### src/hw/rv32i_types.sv
package rv32i_types;

  localparam int xlen = 32;
  localparam int reg_addr_width = 5;
  localparam int imem_addr_width = 32;

  // data memory, word index from address bits 7:2
  localparam int dmem_words = 64;
  localparam int dmem_index_width = $clog2(dmem_words);

  // major opcodes of the supported subset
  typedef enum logic [6:0] {
    op_lui   = 7'b0110111,
    op_imm   = 7'b0010011,
    op_reg   = 7'b0110011,
    op_load  = 7'b0000011,
    op_store = 7'b0100011
  } rv32i_opcode;

  typedef enum logic [3:0] {
    alu_add,
    alu_sub,
    alu_sll,
    alu_slt,
    alu_sltu,
    alu_xor,
    alu_srl,
    alu_sra,
    alu_or,
    alu_and
  } alu_ops;

  // funct3 of the alu groups
  localparam logic [2:0] f3_add_sub = 3'b000;
  localparam logic [2:0] f3_sll     = 3'b001;
  localparam logic [2:0] f3_slt     = 3'b010;
  localparam logic [2:0] f3_sltu    = 3'b011;
  localparam logic [2:0] f3_xor     = 3'b100;
  localparam logic [2:0] f3_sr      = 3'b101;
  localparam logic [2:0] f3_or      = 3'b110;
  localparam logic [2:0] f3_and     = 3'b111;

  // funct3 of lw and sw
  localparam logic [2:0] f3_word    = 3'b010;

  // funct7, alt picks sub and sra
  localparam logic [6:0] f7_base    = 7'b0000000;
  localparam logic [6:0] f7_alt     = 7'b0100000;

endpackage : rv32i_types

### src/hw/fetch_stage.sv
module fetch_stage
  import rv32i_types::*;
(
  input  logic                       clk,
  input  logic                       reset,
  input  logic                       stall,
  output logic [imem_addr_width-1:0] pc
);

  // sequential fetch only, no branches
  always_ff @(posedge clk)
  begin
    if (reset)
      pc <= '0;
    else if (!stall)
      pc <= pc + imem_addr_width'(4);
  end

endmodule : fetch_stage

### src/hw/decode_stage.sv
module decode_stage
  import rv32i_types::*;
(
  input  logic [xlen-1:0]           instr,
  input  logic                      valid_in,
  input  logic [reg_addr_width-1:0] ex_rd,
  input  logic                      ex_is_load,
  input  logic                      ex_valid,
  output logic [reg_addr_width-1:0] rs1,
  output logic [reg_addr_width-1:0] rs2,
  output logic [reg_addr_width-1:0] rd,
  output rv32i_opcode               opcode,
  output alu_ops                    alu_op,
  output logic                      use_imm,
  output logic                      reg_write,
  output logic                      valid_out,
  output logic                      stall,
  output logic [xlen-1:0]           imm
);

  logic [2:0] funct3;
  logic [6:0] funct7;
  logic       alt;
  logic       supported;
  logic       uses_rs2;
  alu_ops     arith_op;

  assign opcode = rv32i_opcode'(instr[6:0]);
  assign rd     = instr[11:7];
  assign funct3 = instr[14:12];
  assign rs1    = instr[19:15];
  assign rs2    = instr[24:20];
  assign funct7 = instr[31:25];
  assign alt    = (funct7 == f7_alt);

  // sub only exists in the register group
  always_comb
  begin
    case (funct3)
      f3_add_sub: arith_op = (alt && opcode == op_reg) ? alu_sub : alu_add;
      f3_sll:     arith_op = alu_sll;
      f3_slt:     arith_op = alu_slt;
      f3_sltu:    arith_op = alu_sltu;
      f3_xor:     arith_op = alu_xor;
      f3_sr:      arith_op = alt ? alu_sra : alu_srl;
      f3_or:      arith_op = alu_or;
      f3_and:     arith_op = alu_and;
    endcase
  end

  always_comb
  begin
    case (opcode)
      op_lui:
        supported = 1'b1;
      op_imm:
        if (funct3 == f3_sll)
          supported = (funct7 == f7_base);
        else if (funct3 == f3_sr)
          supported = (funct7 == f7_base) || alt;
        else
          supported = 1'b1;
      op_reg:
        if (funct3 == f3_add_sub || funct3 == f3_sr)
          supported = (funct7 == f7_base) || alt;
        else
          supported = (funct7 == f7_base);
      op_load, op_store:
        supported = (funct3 == f3_word);
      default:
        supported = 1'b0;
    endcase
  end

  // one immediate, picked by format
  always_comb
  begin
    case (opcode)
      op_lui:   imm = {instr[31:12], 12'b0};
      op_store: imm = {{20{instr[31]}}, instr[31:25], instr[11:7]};
      default:  imm = {{20{instr[31]}}, instr[31:20]};
    endcase
  end

  assign alu_op    = (opcode == op_imm || opcode == op_reg) ? arith_op : alu_add;
  assign use_imm   = (opcode != op_reg);
  assign reg_write = (opcode == op_lui) || (opcode == op_imm) ||
                     (opcode == op_reg) || (opcode == op_load);
  assign valid_out = valid_in && supported;

  // load in execute feeding this instruction
  assign uses_rs2 = (opcode == op_reg) || (opcode == op_store);
  assign stall    = valid_in && ex_valid && ex_is_load && (ex_rd != '0) &&
                    ((ex_rd == rs1) || (uses_rs2 && ex_rd == rs2));

endmodule : decode_stage

### src/hw/reg_file.sv
module reg_file
  import rv32i_types::*;
(
  input  logic                      clk,
  input  logic [reg_addr_width-1:0] rs1,
  input  logic [reg_addr_width-1:0] rs2,
  input  logic                      we,
  input  logic [reg_addr_width-1:0] wa,
  input  logic [xlen-1:0]           wd,
  output logic [xlen-1:0]           rd1,
  output logic [xlen-1:0]           rd2
);

  // no storage for x0
  logic [xlen-1:0] regs [1:(1 << reg_addr_width) - 1];

  always_ff @(posedge clk)
  begin
    if (we && wa != '0)
      regs[wa] <= wd;
  end

  // writeback data bypasses the array in the same cycle
  assign rd1 = (rs1 == '0) ? '0 : (we && wa == rs1) ? wd : regs[rs1];
  assign rd2 = (rs2 == '0) ? '0 : (we && wa == rs2) ? wd : regs[rs2];

endmodule : reg_file

### src/hw/pipe_regs.sv
module if_id_reg
  import rv32i_types::*;
(
  input  logic                       clk,
  input  logic                       reset,
  input  logic                       load,
  input  logic                       valid_in,
  input  logic [imem_addr_width-1:0] pc_in,
  input  logic [xlen-1:0]            instr_in,
  output logic                       valid_out,
  output logic [imem_addr_width-1:0] pc_out,
  output logic [xlen-1:0]            instr_out
);

  always_ff @(posedge clk)
  begin
    if (reset)
      valid_out <= 1'b0;
    else if (load)
      valid_out <= valid_in;
  end

  always_ff @(posedge clk)
  begin
    if (load)
    begin
      pc_out    <= pc_in;
      instr_out <= instr_in;
    end
  end

endmodule : if_id_reg


module id_ex_reg
  import rv32i_types::*;
(
  input  logic                      clk,
  input  logic                      reset,
  input  logic                      load,
  input  logic                      bubble,
  input  logic                      valid_in,
  input  rv32i_opcode               opcode_in,
  input  alu_ops                    alu_op_in,
  input  logic                      use_imm_in,
  input  logic                      reg_write_in,
  input  logic [reg_addr_width-1:0] rd_in,
  input  logic [reg_addr_width-1:0] rs1_in,
  input  logic [reg_addr_width-1:0] rs2_in,
  input  logic [xlen-1:0]           imm_in,
  input  logic [xlen-1:0]           rs1out_in,
  input  logic [xlen-1:0]           rs2out_in,
  output logic                      valid_out,
  output rv32i_opcode               opcode_out,
  output alu_ops                    alu_op_out,
  output logic                      use_imm_out,
  output logic                      reg_write_out,
  output logic [reg_addr_width-1:0] rd_out,
  output logic [reg_addr_width-1:0] rs1_out,
  output logic [reg_addr_width-1:0] rs2_out,
  output logic [xlen-1:0]           imm_out,
  output logic [xlen-1:0]           rs1out_out,
  output logic [xlen-1:0]           rs2out_out
);

  // a bubble goes in while decode stalls
  always_ff @(posedge clk)
  begin
    if (reset)
      valid_out <= 1'b0;
    else if (load)
      valid_out <= valid_in && !bubble;
  end

  always_ff @(posedge clk)
  begin
    if (load)
    begin
      opcode_out    <= opcode_in;
      alu_op_out    <= alu_op_in;
      use_imm_out   <= use_imm_in;
      reg_write_out <= reg_write_in;
      rd_out        <= rd_in;
      rs1_out       <= rs1_in;
      rs2_out       <= rs2_in;
      imm_out       <= imm_in;
      rs1out_out    <= rs1out_in;
      rs2out_out    <= rs2out_in;
    end
  end

endmodule : id_ex_reg


module ex_mem_reg
  import rv32i_types::*;
(
  input  logic                      clk,
  input  logic                      reset,
  input  logic                      load,
  input  logic                      valid_in,
  input  rv32i_opcode               opcode_in,
  input  logic                      reg_write_in,
  input  logic [reg_addr_width-1:0] rd_in,
  input  logic [xlen-1:0]           aluout_in,
  input  logic [xlen-1:0]           rs2out_in,
  output logic                      valid_out,
  output rv32i_opcode               opcode_out,
  output logic                      reg_write_out,
  output logic [reg_addr_width-1:0] rd_out,
  output logic [xlen-1:0]           aluout_out,
  output logic [xlen-1:0]           rs2out_out
);

  always_ff @(posedge clk)
  begin
    if (reset)
      valid_out <= 1'b0;
    else if (load)
      valid_out <= valid_in;
  end

  always_ff @(posedge clk)
  begin
    if (load)
    begin
      opcode_out    <= opcode_in;
      reg_write_out <= reg_write_in;
      rd_out        <= rd_in;
      aluout_out    <= aluout_in;
      rs2out_out    <= rs2out_in;
    end
  end

endmodule : ex_mem_reg


module mem_wb_reg
  import rv32i_types::*;
(
  input  logic                      clk,
  input  logic                      reset,
  input  logic                      load,
  input  logic                      valid_in,
  input  rv32i_opcode               opcode_in,
  input  logic                      reg_write_in,
  input  logic [reg_addr_width-1:0] rd_in,
  input  logic [xlen-1:0]           aluout_in,
  input  logic [xlen-1:0]           dmemout_in,
  output logic                      valid_out,
  output rv32i_opcode               opcode_out,
  output logic                      reg_write_out,
  output logic [reg_addr_width-1:0] rd_out,
  output logic [xlen-1:0]           aluout_out,
  output logic [xlen-1:0]           dmemout_out
);

  always_ff @(posedge clk)
  begin
    if (reset)
      valid_out <= 1'b0;
    else if (load)
      valid_out <= valid_in;
  end

  always_ff @(posedge clk)
  begin
    if (load)
    begin
      opcode_out    <= opcode_in;
      reg_write_out <= reg_write_in;
      rd_out        <= rd_in;
      aluout_out    <= aluout_in;
      dmemout_out   <= dmemout_in;
    end
  end

endmodule : mem_wb_reg

### src/hw/execute_stage.sv
module execute_stage
  import rv32i_types::*;
(
  input  alu_ops                    alu_op,
  input  logic                      use_imm,
  input  logic [xlen-1:0]           imm,
  input  logic [reg_addr_width-1:0] rs1,
  input  logic [reg_addr_width-1:0] rs2,
  input  logic [xlen-1:0]           rs1out,
  input  logic [xlen-1:0]           rs2out,
  input  rv32i_opcode               opcode,
  input  logic [reg_addr_width-1:0] exm_rd,
  input  logic                      exm_reg_write,
  input  logic                      exm_valid,
  input  logic                      exm_is_load,
  input  logic [xlen-1:0]           exm_aluout,
  input  logic [reg_addr_width-1:0] wb_rd,
  input  logic                      wb_write,
  input  logic [xlen-1:0]           wb_data,
  output logic [xlen-1:0]           aluout,
  output logic [xlen-1:0]           store_data
);

  logic [xlen-1:0] src_a;
  logic [xlen-1:0] src_b;
  logic [xlen-1:0] op_b;
  logic [4:0]      shamt;
  logic [xlen-1:0] alu_result;

  // newest producer wins, a load in ex_mem has no data yet
  function automatic logic [xlen-1:0] forward(
    input logic [reg_addr_width-1:0] rs,
    input logic [xlen-1:0]           rf_value
  );
    logic [xlen-1:0] value;
    if (rs == '0)
      value = rf_value;
    else if (exm_valid && exm_reg_write && !exm_is_load && exm_rd == rs)
      value = exm_aluout;
    else if (wb_write && wb_rd == rs)
      value = wb_data;
    else
      value = rf_value;
    return value;
  endfunction

  always_comb
  begin
    src_a = forward(rs1, rs1out);
    src_b = forward(rs2, rs2out);
  end

  assign op_b  = use_imm ? imm : src_b;
  assign shamt = op_b[4:0];

  always_comb
  begin
    case (alu_op)
      alu_add:  alu_result = src_a + op_b;
      alu_sub:  alu_result = src_a - op_b;
      alu_sll:  alu_result = src_a << shamt;
      alu_slt:  alu_result = {{(xlen - 1){1'b0}}, $signed(src_a) < $signed(op_b)};
      alu_sltu: alu_result = {{(xlen - 1){1'b0}}, src_a < op_b};
      alu_xor:  alu_result = src_a ^ op_b;
      alu_srl:  alu_result = src_a >> shamt;
      alu_sra:  alu_result = $signed(src_a) >>> shamt;
      alu_or:   alu_result = src_a | op_b;
      alu_and:  alu_result = src_a & op_b;
      default:  alu_result = src_a + op_b;
    endcase
  end

  // lui bypasses the alu
  assign aluout     = (opcode == op_lui) ? imm : alu_result;
  assign store_data = src_b;

endmodule : execute_stage

### src/hw/data_mem.sv
module data_mem
  import rv32i_types::*;
(
  input  logic            clk,
  input  logic            we,
  input  logic [xlen-1:0] addr,
  input  logic [xlen-1:0] wdata,
  output logic [xlen-1:0] rdata
);

  logic [xlen-1:0]             mem [dmem_words];
  logic [dmem_index_width-1:0] index;

  // upper address bits wrap
  assign index = addr[dmem_index_width + 1:2];

  always_ff @(posedge clk)
  begin
    if (we)
      mem[index] <= wdata;
  end

  assign rdata = mem[index];

endmodule : data_mem

### src/hw/rv32i_pipeline.sv
module rv32i_pipeline
  import rv32i_types::*;
(
  input  logic                       clk,
  input  logic                       reset,
  input  logic [xlen-1:0]            imem_rdata,
  output logic [imem_addr_width-1:0] imem_addr,
  output logic                       wb_valid,
  output logic [reg_addr_width-1:0]  wb_rd,
  output logic [xlen-1:0]            wb_data
);

  logic                      stall;
  logic                      if_valid;
  logic [xlen-1:0]           if_instr;

  logic                      id_valid, id_use_imm, id_reg_write;
  logic [reg_addr_width-1:0] id_rs1, id_rs2, id_rd;
  logic [xlen-1:0]           id_imm, id_rs1out, id_rs2out;
  rv32i_opcode               id_opcode;
  alu_ops                    id_alu_op;

  logic                      ex_valid, ex_use_imm, ex_reg_write, ex_is_load;
  logic [reg_addr_width-1:0] ex_rs1, ex_rs2, ex_rd;
  logic [xlen-1:0]           ex_imm, ex_rs1out, ex_rs2out, ex_aluout, ex_store_data;
  rv32i_opcode               ex_opcode;
  alu_ops                    ex_alu_op;

  logic                      mem_valid, mem_reg_write, mem_is_load, dmem_we;
  logic [reg_addr_width-1:0] mem_rd;
  logic [xlen-1:0]           mem_aluout, mem_rs2out, mem_dmemout;
  rv32i_opcode               mem_opcode;

  logic                      wb_stage_valid, wb_reg_write;
  logic [xlen-1:0]           wb_aluout, wb_dmemout;
  rv32i_opcode               wb_opcode;

  assign ex_is_load  = (ex_opcode == op_load);
  assign mem_is_load = (mem_opcode == op_load);
  assign dmem_we     = mem_valid && (mem_opcode == op_store);

  fetch_stage u_fetch_stage (.clk(clk), .reset(reset), .stall(stall), .pc(imem_addr));

  // fetch and decode hold while a load-use stall is pending
  if_id_reg u_if_id_reg (
    .clk(clk), .reset(reset), .load(!stall), .valid_in(1'b1),
    .pc_in(imem_addr), .instr_in(imem_rdata),
    .valid_out(if_valid), .pc_out(), .instr_out(if_instr)
  );

  decode_stage u_decode_stage (
    .instr(if_instr), .valid_in(if_valid),
    .ex_rd(ex_rd), .ex_is_load(ex_is_load), .ex_valid(ex_valid),
    .rs1(id_rs1), .rs2(id_rs2), .rd(id_rd), .opcode(id_opcode), .alu_op(id_alu_op),
    .use_imm(id_use_imm), .reg_write(id_reg_write), .valid_out(id_valid),
    .stall(stall), .imm(id_imm)
  );

  reg_file u_reg_file (
    .clk(clk), .rs1(id_rs1), .rs2(id_rs2),
    .we(wb_valid), .wa(wb_rd), .wd(wb_data),
    .rd1(id_rs1out), .rd2(id_rs2out)
  );

  id_ex_reg u_id_ex_reg (
    .clk(clk), .reset(reset), .load(1'b1), .bubble(stall), .valid_in(id_valid),
    .opcode_in(id_opcode), .alu_op_in(id_alu_op), .use_imm_in(id_use_imm),
    .reg_write_in(id_reg_write), .rd_in(id_rd), .rs1_in(id_rs1), .rs2_in(id_rs2),
    .imm_in(id_imm), .rs1out_in(id_rs1out), .rs2out_in(id_rs2out),
    .valid_out(ex_valid), .opcode_out(ex_opcode), .alu_op_out(ex_alu_op),
    .use_imm_out(ex_use_imm), .reg_write_out(ex_reg_write), .rd_out(ex_rd),
    .rs1_out(ex_rs1), .rs2_out(ex_rs2), .imm_out(ex_imm),
    .rs1out_out(ex_rs1out), .rs2out_out(ex_rs2out)
  );

  execute_stage u_execute_stage (
    .alu_op(ex_alu_op), .use_imm(ex_use_imm), .imm(ex_imm),
    .rs1(ex_rs1), .rs2(ex_rs2), .rs1out(ex_rs1out), .rs2out(ex_rs2out),
    .opcode(ex_opcode),
    .exm_rd(mem_rd), .exm_reg_write(mem_reg_write), .exm_valid(mem_valid),
    .exm_is_load(mem_is_load), .exm_aluout(mem_aluout),
    .wb_rd(wb_rd), .wb_write(wb_valid), .wb_data(wb_data),
    .aluout(ex_aluout), .store_data(ex_store_data)
  );

  ex_mem_reg u_ex_mem_reg (
    .clk(clk), .reset(reset), .load(1'b1), .valid_in(ex_valid),
    .opcode_in(ex_opcode), .reg_write_in(ex_reg_write), .rd_in(ex_rd),
    .aluout_in(ex_aluout), .rs2out_in(ex_store_data),
    .valid_out(mem_valid), .opcode_out(mem_opcode), .reg_write_out(mem_reg_write),
    .rd_out(mem_rd), .aluout_out(mem_aluout), .rs2out_out(mem_rs2out)
  );

  data_mem u_data_mem (
    .clk(clk), .we(dmem_we), .addr(mem_aluout), .wdata(mem_rs2out), .rdata(mem_dmemout)
  );

  mem_wb_reg u_mem_wb_reg (
    .clk(clk), .reset(reset), .load(1'b1), .valid_in(mem_valid),
    .opcode_in(mem_opcode), .reg_write_in(mem_reg_write), .rd_in(mem_rd),
    .aluout_in(mem_aluout), .dmemout_in(mem_dmemout),
    .valid_out(wb_stage_valid), .opcode_out(wb_opcode), .reg_write_out(wb_reg_write),
    .rd_out(wb_rd), .aluout_out(wb_aluout), .dmemout_out(wb_dmemout)
  );

  // x0 writes never leave the core
  assign wb_valid = wb_stage_valid && wb_reg_write && (wb_rd != '0);
  assign wb_data  = (wb_opcode == op_load) ? wb_dmemout : wb_aluout;

endmodule : rv32i_pipeline

### config.mk
export PLATFORM = sky130hd
export DESIGN_NAME = rv32i_pipeline
export DESIGN_NICKNAME = d
export VERILOG_FILES = /design/src/hw/rv32i_types.sv /design/src/hw/fetch_stage.sv /design/src/hw/decode_stage.sv /design/src/hw/reg_file.sv /design/src/hw/pipe_regs.sv /design/src/hw/execute_stage.sv /design/src/hw/data_mem.sv /design/src/hw/rv32i_pipeline.sv
export SDC_FILE = /design/constraint.sdc
export NUM_CORES = 2
export LEC_CHECK = 0
export ABC_AREA = 1
export BUFFER_PORTS_ARGS = -buffer_cell sky130_fd_sc_hd__buf_2
export CORE_ASPECT_RATIO = 0.9
export CORE_MARGIN = 2
export CORE_UTILIZATION = 44
export CTS_BUF_LIST = sky130_fd_sc_hd__clkbuf_2
export CTS_CLUSTER_DIAMETER = 50
export CTS_CLUSTER_SIZE = 30
export DETAILED_ROUTE_END_ITERATION = 7
export PLACE_DENSITY = 0.56
export SLEW_MARGIN = 10
export SYNTH_ARGS = -nofsm -noshare
export SYNTH_HDL_FRONTEND = slang
export SYNTH_SLANG_ARGS = --single-unit
### constraint.sdc
create_clock -name clk -period 4.79 [get_ports clk]
set_input_delay 0.958 -clock clk [delete_from_list [all_inputs] [get_ports clk]]
set_output_delay 0.958 -clock clk [all_outputs]
set_load 0.005 [all_outputs]
Yosys cells after proc, flatten, opt, wreduce, memory -nomap -nowiden:

Memories as Yosys holds them, arrays and structs flattened. A register that Yosys moved wholly into a read port is not among the register bits.
Index checks and enable logic that the tools add are counted.

* divide/modulo/power cells: 0
* multipliers: 0
* reduce and logical (&&, ||, !) cells: 37
* shift operators: 3
* mux-type cells: 22
* equal/unequal tests: 34
* bitwise logic cells: 3
* add/subtract/negate cells: 3
* $lt $le $gt $ge: 2

Operator list (number)
* $mux 32: 9
* $pmux 32 s9: 1
* $lt 32x32->1: 2
* $pmux 31 s2: 1
* $eq 7x6->1 const B: 6
* $add 32x3->32 const B: 1
* $add 32x32->32: 1
* $and 32x32->32: 1
* $or 32x32->32: 1
* $pmux 4 s8: 1
* $shl 32x5->32: 1
* $shr 32x5->32: 1
* $sshr 32x5->32: 1
* $sub 32x32->32: 1
* $xor 32x32->32: 1
* $eq 5x5->1: 6
* $eq 7x2->1 const B: 4
* $logic_not 5->1: 4
* $logic_and 1x1->1: 18
* $eq 4x3->1 const B: 4
* $eq 3x3->1 const B: 4
* $reduce_bool 5->1: 2
* $mux 1: 9
* $eq 4x2->1 const B: 2
* other kinds (12): 22

* output and inout bits: 70
* memory bits (writable): 3040
* input port bits: 34
* latch bits: 0
* word-level logic and storage cells: 129
* flip-flop bits (word level): 250
* memory bits (read-only): 0
* memories kept: 2

Memory list
* u_data_mem.mem: words 64, width 32, rd ports 1, clocked after Yosys merged registers in 1, wr ports 1, line data_mem.sv:11 `logic [xlen-1:0] mem [dmem_words];`
* u_reg_file.regs: words 31, width 32, rd ports 2, clocked after Yosys merged registers in 2, wr ports 1, line reg_file.sv:15 `logic [xlen-1:0] regs [1:(1 << reg_addr_width) - 1];`

Longest topological paths before layout:

* depth after elaboration: 10
* mapped depth: 38

Cells and area by module:

Synthesis repeated with hierarchy kept, for this count alone.

* cells, all modules: 18262
* area total of the unflattened synthesis: 164811.8 µm²

Modules (own cells, without submodules)
* data_mem: sequential area each 61499.0 µm², times used 1, area an instance 85862.3 µm², cells each 8408
* reg_file: sequential area each 29788.6 µm², times used 1, area an instance 53033.4 µm², cells each 6506
* execute_stage: sequential area each 0.0 µm², times used 1, area an instance 12274.3 µm², cells each 2424
* id_ex_reg: sequential area each 3743.6 µm², times used 1, area an instance 3767.4 µm², cells each 130
* ex_mem_reg: sequential area each 2332.2 µm², times used 1, area an instance 2357.3 µm², cells each 84
* mem_wb_reg: sequential area each 2332.2 µm², times used 1, area an instance 2357.3 µm², cells each 84
* if_id_reg: sequential area each 1941.9 µm², times used 1, area an instance 1966.9 µm², cells each 71
* fetch_stage: sequential area each 600.6 µm², times used 1, area an instance 1659.1 µm², cells each 243
* decode_stage: sequential area each 0.0 µm², times used 1, area an instance 912.1 µm², cells each 179
* rv32i_pipeline: sequential area each 0.0 µm², times used 1, area an instance 621.8 µm², cells each 133

Worst setup path before layout:

Ideal clock, no wire load.

* kind: register to register
* start point: register u_mem_wb_reg.opcode_out[3]
* end point: register u_ex_mem_reg.aluout_out[25]
* data arrival time: 4164 ps
* cell stages (with the launch flop): 33
* period minus slack after synthesis: 4277 ps
* slack: 513 ps
* library setup time: 113 ps
* cells stage by stage: dfxtp_1 > inv_1 > nand2_1 > nor2_4 > buf_2 > nand3_1 > nand2_1 > o21ai_1 > o211ai_1 > nand2_1 > inv_2 > nand2_1 > o21ai_2 > buf_6 > inv_6 > buf_2 > ha_1 > buf_2 > inv_1 > a21oi_1 > o21ai_0 > a21oi_1 > nand2_1 > a21o_1 > a31oi_1 > o21ai_1 > nand2_1 > nand2_1 > xor2_1 > nand2_1 > nand2_1 > nor2_1 > nor2_1

* word-level cells in the longest chain between the ends: 9
* elaborated cells on any way between the ends: 19
* those cells by class: add/sub (2); eq/ne (1); shift (3); mux (10); bitwise (3)

RTL lines
* from (decl): line pipe_regs.sv:151 `output rv32i_opcode opcode_out,`
* from (signal assigned): line pipe_regs.sv:170 `opcode_out <= opcode_in;`
* $eq 7x2->1 (*): line rv32i_pipeline.sv:108 `assign wb_data = (wb_opcode == op_load) ? wb_dmemout : wb_aluout;`
* $mux 32 (*): line rv32i_pipeline.sv:108
* named net wb_data[4]: line rv32i_pipeline.sv:10 `output logic [xlen-1:0] wb_data`
* $mux 32 (*): line execute_stage.sv:40 `else if (wb_write && wb_rd == rs)`
* $mux 32 (*): line execute_stage.sv:38 `else if (exm_valid && exm_reg_write && !exm_is_load && exm_rd == rs)`
* $mux 32 (*): line execute_stage.sv:36 `if (rs == '0)`
* named net ex_store_data[4]: line rv32i_pipeline.sv:25 `logic [xlen-1:0] ex_imm, ex_rs1out, ex_rs2out, ex_aluout, ex_store_data;`
* $mux 32 (*): line execute_stage.sv:53 `assign op_b = use_imm ? imm : src_b;`
* $add 32x32->32, or another cell as far along: line execute_stage.sv:59, execute_stage.sv:69
* $pmux 32 s9 (*): line execute_stage.sv:58 `case (alu_op)`
* $mux 32 (*): line execute_stage.sv:74 `assign aluout = (opcode == op_lui) ? imm : alu_result;`
* named net ex_aluout[25]: line rv32i_pipeline.sv:25
* to (signal assigned): line pipe_regs.sv:130 `aluout_out <= aluout_in;`
* to (decl): line pipe_regs.sv:111 `output logic [xlen-1:0] aluout_out,`

Mark *: on every way through the listed nets, which the timed path passes. The rest lies on a longest branch.
A chain may end at the register's enable or synchronous reset.

Final worst setup path:

* start point: register u_mem_wb_reg.opcode_out[3]
* end point: register u_ex_mem_reg.aluout_out[28]

* word-level cells in the longest chain between the ends: 9
* elaborated cells on any way between the ends: 19
* those cells by class: add/sub (2); eq/ne (1); shift (3); mux (10); bitwise (3)

RTL lines (line)
* $eq 7x2->1 (*): rv32i_pipeline.sv:108
* $mux 32 (*): rv32i_pipeline.sv:108
* $mux 32: execute_stage.sv:40
* $mux 32: execute_stage.sv:38
* $mux 32: execute_stage.sv:36
* $mux 32: execute_stage.sv:53
* $add 32x32->32, or another cell as far along: execute_stage.sv:59, execute_stage.sv:69
* $pmux 32 s9 (*): execute_stage.sv:58
* $mux 32 (*): execute_stage.sv:74
* named net ex_aluout[28]: rv32i_pipeline.sv:25

Marked as above.

==> flow_summary.ini <==
[yosys]
synthFlopType = edfxtp_1
synth_edf_count = 3072
synthCells = 12500
synth_seq_cells = 3384
ys_types = 68
syn-cell-area_um2 = 145000
seq_area_frac_synth_pct = 68.1
avgSynthCellArea_um2 = 11.6
synthArstFlopShare_pct = 0
yosys_warnings = 0

[grt]
overflow = 0
grtUsageTotal_pct = 32.5
grt_max_degree = 195
grt_pass1_wl_um = 778000
grt_pass1_vias = 102000
antenna_found_initial = 23

[worst_setup_path]
cp_max_fo = 10
cp-start-kind = flip-flop
crit_path_end_kind = flip-flop
required_ns = 6.61
crit_path_frequent_cell = inv_1
criticalPathCategory = flip-flop to flip-flop
crit_arrival_ns = 6.42
max_stage_delay_ns = 0.37
cpMaxStageDelayCell = dfxtp_1

[detailed_routing]
top_layer_used = met5
vias = 109000
drt_first_iter_violations = 15100
first_pass_iters = 8
antenna_left = 0
dr_wl_met3_um = 51700
vias_per_cell = 6.15
drc = 4
routedWlPerCell_um = 31.3
totalWireLength_um = 557000
met2WireLength_um = 245000
met1_length_um = 231000

[status]
violations = DRC
outcome = finished, violations left

[placement]
portBuffers = 101
place_ws_ns = 0.0170
place_congestion = 0.983
placed_cell_area_um2 = 156000
dpl.hpwl_um = 343000

[timing]
max_freq_mhz = 217
tightest_slew_ns = 1.18
setup_slack_ns = 0.184
rsz0062_at_grt = true
skew_ns = 0.298
period_needed_ns = 4.61
setup_viol_count_final = 0
finalCritPeriodShare_pct = 96.2
hold_violations = 0
final_max_slew_viol_count = 0
slew_headroom_pct = 20.4

[die]
core_um2 = 327000
pin_count = 104
start_util_pct = 44.3
chipHeight_um = 548
die_w_um = 608
die_area_um2 = 333000
num_rows = 199

[power_and_ir_drop]
ir_drop_uv = 259
p_int_mw = 44.5
pwr-share-seq_pct = 50.7
combPwrFrac_pct = 24.7
clkPwrFrac_pct = 24.5
leakagePower_nw = 57.8
power.density_nw_per_um2 = 416
p_switching_mw = 24.0
p_sw_share_pct = 35.0

[clock_tree]
cts.sinks = 3384
clk_pin_slew_ns = 0.29
clkLatencyLatePin_ns = 2.09
cts_tree = done
cts.path.max_buffers = 4
htreeDepth = 5
cts.root.buffer_cell = clkbuf_2
numCtsBuffers = 352

[layout]
nets = 13300
drive_gt1_share_pct = 15.7
area_growth_pct = 13.8
final_area_um2 = 165000
nFillCells = 28800

[job]
maxCapViolations = 0

[min_path]
hold_path.class = input pin to flip-flop
## power by group through the flow
stage	Sequential (mW)	Clock [mW]	Combinational, mW
2_1_floorplan	35.1	0	6.69
3_3_place_gp	35.3	0	14.7
3_5_place_dp	35.3	0	14.8
4_1_cts	34.7	17.2	16.6
5_1_grt	34.8	18.2	17.6
6_report	34.7	16.8	16.9
## registers in the layout, summed over array words and instances (netlist names), 7 cells and up
| register | cells |
|---|---|
| u_id_ex_reg.rs1out_out | 32 |
| u_id_ex_reg.opcode_out | 7 |
| u_mem_wb_reg.aluout_out | 32 |
| u_id_ex_reg.rs2out_out | 32 |
| u_data_mem.mem | 2048 |
| u_fetch_stage.pc | 30 |
| u_reg_file.regs | 992 |
| u_id_ex_reg.imm_out | 32 |
| u_mem_wb_reg.opcode_out | 7 |
| u_ex_mem_reg.aluout_out | 32 |
| u_if_id_reg.instr_out | 32 |
| u_ex_mem_reg.opcode_out | 7 |
| u_mem_wb_reg.dmemout_out | 32 |
| u_ex_mem_reg.rs2out_out | 32 |
## cell type report
cell class | count | area [um2] | area share (%)
Inverter | 814 | 3090 | 1.88
Antenna cell | 9 | 22.5 | 0.0137
Sequential cell | 3384 | 98600 | 59.9
Timing Repair Buffer | 1123 | 10900 | 6.61
Clock inverter | 288 | 3500 | 2.13
Tap cell | 4321 | 5410 | 3.29
Multi-Input combinational cell | 7479 | 41300 | 25.1
Clock buffer | 364 | 1820 | 1.11
## path summary, 6_finish.rpt
| path | from | endpoint | slack, ns | cells past startpoint |
|---|---|---|---|---|
| max | u_mem_wb_reg.opcode_out[3]$_DFF_P_ | u_ex_mem_reg.aluout_out[28]$_DFF_P_ | 0.18 | 31 |
| max reg2reg | u_mem_wb_reg.opcode_out[3]$_DFF_P_ | u_ex_mem_reg.aluout_out[28]$_DFF_P_ | 0.18 | 31 |
| min | imem_rdata[29] | u_if_id_reg.instr_out[29]$_DFFE_PN_ | 0.25 | 3 |
| min reg2reg | u_ex_mem_reg.opcode_out[0]$_DFF_P_ | u_mem_wb_reg.opcode_out[0]$_DFF_P_ | 0.29 | 0 |
## cell families after synthesis
| logic type | share of synthesized area [%] |
|---|---|
| buf+inv | 4.48 |
| xor+xnor | 0.254 |
| fa+ha+maj | 0.876 |
| simple gates | 12.3 |
| other cells | 0.00259 |
| compound gates | 14.0 |
| flops | 68.1 |
## synthesized netlist by cell type, types with 27 or more instances
| library cell | n | share of area, % |
|---|---|---|
| dfxtp_1 | 312 | 4.3 |
| o21ai_1 | 44 | 0.15 |
| buf_2 | 60 | 0.21 |
| a22oi_1 | 306 | 1.6 |
| o22ai_1 | 84 | 0.36 |
| inv_1 | 788 | 2.0 |
| nand4_1 | 350 | 1.5 |
| nor3_1 | 65 | 0.23 |
| nand2_1 | 2177 | 5.7 |
| buf_1 | 118 | 0.31 |
| or2_2 | 29 | 0.13 |
| o21ai_0 | 1222 | 4.2 |
| ha_1 | 98 | 0.85 |
| clkbuf_1 | 609 | 1.6 |
| xor2_1 | 27 | 0.16 |
| edfxtp_1 | 3072 | 64 |
| a221oi_1 | 282 | 1.7 |
| o211ai_1 | 299 | 1.6 |
| a21oi_1 | 673 | 2.3 |
| nand3_1 | 821 | 2.8 |
| a22o_1 | 220 | 1.3 |
| nor2_1 | 549 | 1.4 |
## routing by layer
layer / global-route usage, % / up-vias
met5: 0 / -
met3: 5.28 / 1029
met2: 49.2 / 6059
li1: - / 47500
met1: 46.0 / 54800
met4: 14.8 / 10
## per-stage QoR
stage	util (%)	std cells	power (mW)	TNS, ns	hold WS, ns
2_1_floorplan	-	12500	41.8	0	0.310
3_3_place_gp	47.6	17000	50.1	0	0.339
3_5_place_dp	47.6	17000	50.1	0	0.330
4_1_cts	50.2	17800	68.4	-0.123	0.00368
5_1_grt	50.4	17800	70.6	-0.0338	0.152
6_report	50.4	17800	68.5	0	0.252
## worst max-delay path: cells and delay by family (launching register included)
kind                     cells  cell delay [ns]
AO/OA/AOI/OAI                6             0.74
adder cells (fa/ha/maj)      1             0.32
buffers and inverters       12             1.47
flip-flops                   1             0.37
AND/OR/NAND/NOR             12             1.43
## cell usage in the layout, fill, tap and decap left out, types with 115 or more instances in the layout
cell type | synthesis | routed
nor2_4 | 9 | 115
a22oi_1 | 306 | 306
nand4_1 | 350 | 350
nor2_1 | 549 | 439
nand3_1 | 821 | 805
o211ai_1 | 299 | 299
a22o_1 | 220 | 220
inv_1 | 788 | 782
a21oi_1 | 673 | 651
edfxtp_1 | 3072 | 3072
buf_12 | 0 | 126
o21ai_0 | 1222 | 1167
a221oi_1 | 282 | 281
buf_4 | 23 | 774
dfxtp_1 | 312 | 267
clkbuf_2 | 0 | 364
nand2_1 | 2177 | 2124
## what timing repair did
action	4_1_cts	5_1_grt
setup buffers	49	8
endpoints found under the hold margin	63	0
pin swaps	25	30
setup endpoints to repair	40	23
gates cloned	28	1
resized for setup	241	160
hold buffers	83	0
Note: power is estimated with default switching activity, not from simulation.
